<file path="config.mk">
export PLATFORM = sky130hd
export DESIGN_NAME = pipe_trace_top
export DESIGN_NICKNAME = d
export VERILOG_FILES = /design/src/pipe_trace_pkg.sv /design/src/trace_capture.sv /design/src/stage_tracker.sv /design/src/trace_table.sv /design/src/retire_formatter.sv /design/src/pipe_trace_top.sv
export SDC_FILE = /design/constraint.sdc
export NUM_CORES = 1
export LEC_CHECK = 0
export BUFFER_PORTS_ARGS = -buffer_cell sky130_fd_sc_hd__buf_2
export CAP_MARGIN = 20
export CORE_ASPECT_RATIO = 1.75
export CORE_MARGIN = 4
export CORE_UTILIZATION = 60
export CTS_CLUSTER_DIAMETER = 200
export CTS_CLUSTER_SIZE = 20
export DETAILED_ROUTE_END_ITERATION = 6
export PLACE_DENSITY = 0.78
export SYNTH_ARGS = -nofsm -noshare
export SYNTH_HDL_FRONTEND = slang
export SYNTH_HIERARCHICAL = 1
export SYNTH_SLANG_ARGS = --single-unit
</file>
<file path="constraint.sdc">
create_clock -name clk -period 18.36 [get_ports clk]
set_input_delay 3.672 -clock clk [delete_from_list [all_inputs] [get_ports clk]]
set_output_delay 3.672 -clock clk [all_outputs]
set_load 0.02 [all_outputs]
</file>
<file path="src/pipe_trace_pkg.sv">
// Shared widths, opcodes and instruction views; stall counts saturate at 15, RV32-style encoding assumed
package pipe_trace_pkg;

    //////////////////////////////
    // Pipeline widths
    //////////////////////////////
    localparam int pc_w        = 32;  // One 32-bit word
    localparam int instr_w     = 32;  // Fixed-length instruction word
    localparam int stall_cnt_w = 4;   // Per-instruction stall counter

    // Formats that write no destination register
    localparam logic [6:0] op_store  = 7'b0100011;
    localparam logic [6:0] op_branch = 7'b1100011;

    //////////////////////////////
    // Instruction word views
    //////////////////////////////
    // Register-writing layout
    typedef struct packed {
        logic [6:0] funct7;
        logic [4:0] rs2;
        logic [4:0] rs1;
        logic [2:0] funct3;
        logic [4:0] rd;      // Bits 11:7
        logic [6:0] opcode;
    } rd_fmt_t;

    // Store / branch layout, same opcode position
    typedef struct packed {
        logic [6:0] imm_hi;
        logic [4:0] rs2;
        logic [4:0] rs1;
        logic [2:0] funct3;
        logic [4:0] imm_lo;  // Same bits as rd
        logic [6:0] opcode;
    } sb_fmt_t;

    // One word, two decodes
    typedef union packed {
        rd_fmt_t rd_view;
        sb_fmt_t sb_view;
    } instr_word_u;

    // Saturating stall counter step, holds at all ones
    function automatic logic [stall_cnt_w-1:0] sat_inc(input logic [stall_cnt_w-1:0] cnt);
        return (&cnt) ? cnt : cnt + 1'b1;
    endfunction

endpackage

</file>
<file path="src/trace_capture.sv">
// Fetch stage of the trace unit; accepts only with stall and flush low, tag wraps at 2^TAG_W
`timescale 1ns/1ps

module trace_capture #(
    parameter int TAG_W = 4
) (
    input  logic                                   clk,
    input  logic                                   rst,
    input  logic                                   fetch_valid,
    input  logic                                   stall,
    input  logic                                   flush,
    input  logic [pipe_trace_pkg::pc_w-1:0]        fetch_pc,
    input  logic [pipe_trace_pkg::instr_w-1:0]     fetch_instr,
    output logic                                   f_valid,
    output logic [TAG_W-1:0]                       f_tag,
    output logic [pipe_trace_pkg::stall_cnt_w-1:0] f_stalls,
    output logic                                   wr_en,
    output logic [TAG_W-1:0]                       wr_tag,
    output logic [pipe_trace_pkg::pc_w-1:0]        wr_pc,
    output logic [pipe_trace_pkg::instr_w-1:0]     wr_instr
);
    import pipe_trace_pkg::*;

    logic             accept;   // Fetch taken this edge
    logic [TAG_W-1:0] tag_cnt;  // Next tag to hand out

    assign accept = fetch_valid & ~stall & ~flush;  // Flush wins over everything

    // Table write happens on the acceptance edge itself
    assign wr_en    = accept;
    assign wr_tag   = tag_cnt;
    assign wr_pc    = fetch_pc;
    assign wr_instr = fetch_instr;

    //////////////////////////////
    // Fetch valid and tag counter
    //////////////////////////////
    always_ff @(posedge clk) begin
        if (rst) begin
            f_valid <= 1'b0;
            tag_cnt <= '0;
        end else begin
            if (flush)
                f_valid <= 1'b0;         // Wrong-path fetch dropped
            else if (!stall)
                f_valid <= fetch_valid;  // Same condition as accept here
            if (accept)
                tag_cnt <= tag_cnt + 1'b1;  // Wraps, never reused while in flight
        end
    end

    // Tag and stall count of the held instruction
    always_ff @(posedge clk) begin
        if (accept) begin
            f_tag    <= tag_cnt;
            f_stalls <= '0;
        end else if (stall && f_valid) begin
            f_stalls <= sat_inc(f_stalls);  // Held in fetch one more cycle
        end
    end

endmodule

</file>
<file path="src/stage_tracker.sv">
// Decode, execute and memory tag pipeline; decode holds under stall, flush clears decode and wins
`timescale 1ns/1ps

module stage_tracker #(
    parameter int TAG_W = 4
) (
    input  logic                                   clk,
    input  logic                                   rst,
    input  logic                                   stall,
    input  logic                                   flush,
    input  logic                                   f_valid,
    input  logic [TAG_W-1:0]                       f_tag,
    input  logic [pipe_trace_pkg::stall_cnt_w-1:0] f_stalls,
    output logic [TAG_W-1:0]                       rd_tag,
    output logic                                   m_valid,
    output logic [TAG_W-1:0]                       m_tag,
    output logic [pipe_trace_pkg::stall_cnt_w-1:0] m_stalls
);
    import pipe_trace_pkg::*;

    // Decode stage
    logic                   d_valid;
    logic [TAG_W-1:0]       d_tag;
    logic [stall_cnt_w-1:0] d_stalls;

    // Execute stage
    logic                   e_valid;
    logic [TAG_W-1:0]       e_tag;
    logic [stall_cnt_w-1:0] e_stalls;

    //////////////////////////////
    // Valid bits
    //////////////////////////////
    always_ff @(posedge clk) begin
        if (rst) begin
            d_valid <= 1'b0;
            e_valid <= 1'b0;
            m_valid <= 1'b0;
        end else begin
            // Decode: cleared by flush, held by stall
            if (flush)
                d_valid <= 1'b0;
            else if (!stall)
                d_valid <= f_valid;

            // Bubble into execute on stall, nothing from decode on flush
            e_valid <= d_valid & ~stall & ~flush;

            m_valid <= e_valid;  // Execute and memory never wait
        end
    end

    //////////////////////////////
    // Tags and stall counts
    //////////////////////////////
    always_ff @(posedge clk) begin
        if (!stall) begin
            d_tag    <= f_tag;
            d_stalls <= f_stalls;   // Carry the fetch-stage count along
        end else if (d_valid) begin
            d_stalls <= sat_inc(d_stalls);  // Held in decode one more cycle
        end
    end

    // Later stages just shift, payload of a bubble is don't-care
    always_ff @(posedge clk) begin
        e_tag    <= d_tag;
        e_stalls <= d_stalls;
        m_tag    <= e_tag;
        m_stalls <= e_stalls;
    end

    // Table read for the instruction entering write-back
    assign rd_tag = m_tag;

endmodule

</file>
<file path="src/trace_table.sv">
// Tag-indexed pc and instruction store, 2^TAG_W entries, no reset, async read, read of an unwritten tag is X
`timescale 1ns/1ps

module trace_table #(
    parameter int TAG_W = 4
) (
    input  logic                               clk,
    input  logic                               wr_en,
    input  logic [TAG_W-1:0]                   wr_tag,
    input  logic [pipe_trace_pkg::pc_w-1:0]    wr_pc,
    input  logic [pipe_trace_pkg::instr_w-1:0] wr_instr,
    input  logic [TAG_W-1:0]                   rd_tag,
    output logic [pipe_trace_pkg::pc_w-1:0]    rd_pc,
    output pipe_trace_pkg::instr_word_u        rd_instr
);
    import pipe_trace_pkg::*;

    localparam int DEPTH = 1 << TAG_W;  // One entry per tag value

    //////////////////////////////
    // Storage
    //////////////////////////////
    logic [pc_w-1:0]    pc_mem    [DEPTH];
    logic [instr_w-1:0] instr_mem [DEPTH];

    // Written once per accepted fetch
    always_ff @(posedge clk) begin
        if (wr_en) begin
            pc_mem[wr_tag]    <= wr_pc;
            instr_mem[wr_tag] <= wr_instr;
        end
    end

    // Zero-latency read
    // Entry stays stable until the tag wraps around, far after retire
    assign rd_pc    = pc_mem[rd_tag];
    assign rd_instr = instr_mem[rd_tag];  // Raw word, decoded downstream

endmodule

</file>
<file path="src/retire_formatter.sv">
// Write-back stage; one-cycle retire pulse, no back-pressure, retired_count wraps at 2^32
`timescale 1ns/1ps

module retire_formatter #(
    parameter int TAG_W = 4
) (
    input  logic                                   clk,
    input  logic                                   rst,
    input  logic                                   m_valid,
    input  logic [TAG_W-1:0]                       m_tag,
    input  logic [pipe_trace_pkg::stall_cnt_w-1:0] m_stalls,
    input  logic [pipe_trace_pkg::pc_w-1:0]        rd_pc,
    input  pipe_trace_pkg::instr_word_u            rd_instr,
    output logic                                   retire_valid,
    output logic [TAG_W-1:0]                       retire_tag,
    output logic [pipe_trace_pkg::pc_w-1:0]        retire_pc,
    output logic [4:0]                             retire_rd,
    output logic                                   retire_writes,
    output logic [pipe_trace_pkg::stall_cnt_w-1:0] retire_stalls,
    output logic [31:0]                            retired_count
);
    import pipe_trace_pkg::*;

    logic       is_sb;   // Store or branch format
    logic       writes;  // Instruction updates a register
    logic [4:0] rd_sel;  // Reported destination

    //////////////////////////////
    // Instruction decode
    //////////////////////////////
    // Opcode sits in the same place in both views, checked through sb_view
    assign is_sb = (rd_instr.sb_view.opcode == op_store) ||
                   (rd_instr.sb_view.opcode == op_branch);

    // x0 as destination counts as no write
    assign writes = !is_sb && (rd_instr.rd_view.rd != 5'd0);

    // Bits 11:7 are imm_lo for store/branch, so masked off
    assign rd_sel = writes ? rd_instr.rd_view.rd : 5'd0;

    //////////////////////////////
    // Write-back register
    //////////////////////////////
    always_ff @(posedge clk) begin
        if (rst) begin
            retire_valid  <= 1'b0;
            retired_count <= '0;
        end else begin
            retire_valid <= m_valid;          // One pulse per instruction
            if (m_valid)
                retired_count <= retired_count + 32'd1;  // Counts with the pulse
        end
    end

    // Retire record fields, meaningful only with retire_valid
    always_ff @(posedge clk) begin
        retire_tag    <= m_tag;
        retire_pc     <= rd_pc;
        retire_rd     <= rd_sel;
        retire_writes <= writes;
        retire_stalls <= m_stalls;
    end

endmodule

</file>
<file path="src/pipe_trace_top.sv">
// Trace unit top; TAG_W of 3 or more, stall and flush must follow the watched CPU exactly
`timescale 1ns/1ps

module pipe_trace_top #(
    parameter int TAG_W = 4
) (
    input  logic                                   clk,
    input  logic                                   rst,
    input  logic                                   fetch_valid,
    input  logic [pipe_trace_pkg::pc_w-1:0]        fetch_pc,
    input  logic [pipe_trace_pkg::instr_w-1:0]     fetch_instr,
    input  logic                                   stall,
    input  logic                                   flush,
    output logic                                   retire_valid,
    output logic [TAG_W-1:0]                       retire_tag,
    output logic [pipe_trace_pkg::pc_w-1:0]        retire_pc,
    output logic [4:0]                             retire_rd,
    output logic                                   retire_writes,
    output logic [pipe_trace_pkg::stall_cnt_w-1:0] retire_stalls,
    output logic [31:0]                            retired_count
);
    import pipe_trace_pkg::*;

    // Fetch stage outputs
    logic                   f_valid;
    logic [TAG_W-1:0]       f_tag;
    logic [stall_cnt_w-1:0] f_stalls;

    // Table write port
    logic                   wr_en;
    logic [TAG_W-1:0]       wr_tag;
    logic [pc_w-1:0]        wr_pc;
    logic [instr_w-1:0]     wr_instr;

    // Memory stage and table read port
    logic                   m_valid;
    logic [TAG_W-1:0]       m_tag;
    logic [stall_cnt_w-1:0] m_stalls;
    logic [TAG_W-1:0]       rd_tag;
    logic [pc_w-1:0]        rd_pc;
    instr_word_u            rd_instr;

    //////////////////////////////
    // Input side
    //////////////////////////////
    trace_capture #(.TAG_W(TAG_W)) u_capture (
        .clk, .rst, .fetch_valid, .stall, .flush, .fetch_pc, .fetch_instr,
        .f_valid, .f_tag, .f_stalls, .wr_en, .wr_tag, .wr_pc, .wr_instr
    );

    //////////////////////////////
    // Tracking and storage
    //////////////////////////////
    stage_tracker #(.TAG_W(TAG_W)) u_tracker (
        .clk, .rst, .stall, .flush, .f_valid, .f_tag, .f_stalls,
        .rd_tag, .m_valid, .m_tag, .m_stalls
    );

    trace_table #(.TAG_W(TAG_W)) u_table (
        .clk, .wr_en, .wr_tag, .wr_pc, .wr_instr, .rd_tag, .rd_pc, .rd_instr
    );

    //////////////////////////////
    // Output side
    //////////////////////////////
    retire_formatter #(.TAG_W(TAG_W)) u_formatter (
        .clk, .rst, .m_valid, .m_tag, .m_stalls, .rd_pc, .rd_instr,
        .retire_valid, .retire_tag, .retire_pc, .retire_rd, .retire_writes,
        .retire_stalls, .retired_count
    );

endmodule

</file>
==> out/qor.yml <==
status: "completed"
die_h_um: 304
use_met3_pct: 2.93
post_drt_wl_per_cell_um: 27.0
crit_arrival_ns: 6.36
hpwl_um: 31000
worst_slew_pin_slew_ns: 1.04
via_per_inst: 6.39
grt_max_degree: 174
period_share_pct: 33.5
power_leakage_uw: 0.0103
cp_slowest_stage_delay_ns: 0.64
cts.hold.buffers_added: 0
timing_hold_violations_final: 0
avgSynthCellArea_um2: 20.5
critPathTopFamily: "simple AND/OR/NAND/NOR gates"
clock_power_share_pct: 33.0
cts_tree: "yes"
cts_resized: 0
grt_pass1_vias: 15000
cts_buffer_depth: 3
drive_above_1_share_pct: 25.6
crit_path_end_kind: "register"
fin_skew_ns: 0.0128
r2r_start: "u_tracker/m_tag[0]$_DFF_P_"
powerDensity_nw_per_um2: 97.8
max_slew_margin_pct: 30.5
die_w_um: 177
netlist_area_um2: 30100
crit_type: "in2reg"
min_to: "u_tracker/m_tag[2]$_DFF_P_"
yosysWarnings: 6
finalSetupViolCount: 0
hold_depth: 0
final_nets: 1608
p_total_uw: 3170
cp-start-kind: "primary input"
gr-usage-all-layers_pct: 23.0
pwr-share-comb_pct: 3.7
htreeDepth: 2
p_sw_share_pct: 19.6
finalCriticalPeriod_ns: 6.15
hold_class: "reg2reg"
worst-path-max-fanout: 29
num_vias: 14300
boundaryPins: 148
rows: 108
top_usage_layer: "met2"
vdd_ir_drop_max_mv: 0.0801
clk_pin_slew_ns: 0.08
antenna_found_initial: 6
ff2ff_path_depth: 8
p_int_uw: 2550
gp_congestion: 0.807
die_area_um2: 53900
final.setup.tns_ns: 0
core_um2: 49600
start_util_pct: 60.6
rr_endpoint: "u_formatter/retire_rd[4]$_SDFF_PN0_"
r2r_slack_ns: 14.44
cts_buffers: 46
root_buffer: "clkbuf_16"
wl_um: 60400
dr.pass1.iters: 5
crit_buf_inv: 3
grt_use_met1_pct: 30.6
maxSlewViolCount: 0
fillers: 3152
power_switching_uw: 622
grt-ovfl-total: 0
cts_num_sinks: 807
drv_cap: 0
crit_required_ns: 18.57
detail_route.iter0.violations: 1324
cts_setup_buffers: 0
synth_fp_nets: 1539
grt_pass1_wl_um: 92900
slowest_stage: "nor2_4"
syn2layout_area_growth_pct: 7.96
clock_latency_ns: 0.59
drc: 0
use_met2_pct: 40.1
syn-instance-count: 1466
ant_nets: 0
hp-start: "u_tracker/e_tag[2]$_DFF_P_"
port_buffers: 126
p_seq_share_pct: 63.4
max_freq_mhz: 163
crit_chain: "buf_2 -> or3b_4 -> inv_1 -> nand3b_1 -> nor2_4 -> buf_4"
rsz0062_at_grt: "no"
-- registers in the layout, summed over array words and instances, names as in the netlist --
name	flops
u_tracker/m_tag	4
u_table/instr_mem	176
u_capture/f_valid	1
u_tracker/m_stalls	4
u_formatter/retire_valid	1
u_formatter/retire_rd	5
u_tracker/e_stalls	4
u_tracker/e_valid	1
u_tracker/d_tag	4
u_formatter/retire_stalls	4
u_formatter/retired_count	32
u_tracker/d_stalls	4
u_capture/f_stalls	4
u_tracker/m_valid	1
u_capture/f_tag	4
u_capture/wr_tag	4
u_formatter/retire_writes	1
u_table/pc_mem	512
u_formatter/retire_pc	32
u_formatter/retire_tag	4
u_tracker/d_valid	1
u_tracker/e_tag	4
-- stage by stage --
stage,setup slack (ns),utilization (%),area [um2],hold slack [ns],cells
CTS,12.21,65.4,32400,0.331,2233
floorplan,10.06,-,30100,0.310,1466
detailed placement,11.60,62.6,31100,0.312,2147
global placement,11.71,62.6,31100,0.311,2147
global route,12.08,65.4,32400,0.342,2236
finish,12.21,65.4,32400,0.331,2236
-- cells in the final DEF, fill, tap and decap left out, types with 15 or more instances in the layout --
| master | n |
|---|---|
| buf_2 | 126 |
| nand2_1 | 60 |
| mux4_2 | 172 |
| dfxtp_1 | 105 |
| a22oi_1 | 86 |
| or4_1 | 20 |
| o31ai_1 | 17 |
| a21oi_1 | 24 |
| clkbuf_16 | 49 |
| clkbuf_1 | 36 |
| nor2_1 | 17 |
| nand4_1 | 15 |
| edfxtp_1 | 700 |
| buf_4 | 24 |
-- power by group through the flow --
stage	logic (uW)	registers (uW)	clock network, uW
2_1_floorplan	79.2	2060	0
3_3_place_gp	113	2050	0
3_5_place_dp	117	2050	0
4_1_cts	118	2010	1070
5_1_grt	127	2010	1150
6_report	116	2010	1050
-- per-layer routing --
layer  part of all wire, %  routed length, um
met1                    37              22300
met2                    54              32700
met3                   6.2               3760
met4                   2.7               1650
met5                 0.018                 11
-- cell type report --
class / count / area [um2] / area share, %
Clock buffer: 85 / 1360 / 4.20
Inverter: 6 / 22.5 / 0.0694
Antenna cell: 3 / 7.51 / 0.0231
Timing Repair Buffer: 151 / 831 / 2.56
Clock inverter: 1 / 16.3 / 0.0501
Multi-Input combinational cell: 523 / 6210 / 19.1
Sequential cell: 807 / 23200 / 71.4
Tap cell: 660 / 826 / 2.55
-- how the worst max path moves through the flow --
stage / from / end / slack (ns) / depth (start not counted)
6_report: stall / u_table/pc_mem[10][27]$_DFFE_PP_ / 12.21 / 6
5_1_grt: stall / u_table/pc_mem[10][23]$_DFFE_PP_ / 12.08 / 6
4_1_cts: stall / u_table/pc_mem[11][27]$_DFFE_PP_ / 12.21 / 6
3_5_place_dp: stall / u_table/pc_mem[11][25]$_DFFE_PP_ / 11.60 / 6
3_3_place_gp: stall / u_table/pc_mem[11][25]$_DFFE_PP_ / 11.71 / 6
2_1_floorplan: stall / u_table/instr_mem[0][0]$_DFFE_PP_ / 10.06 / 4
No activity file was read; power rests on OpenSTA's default activity.
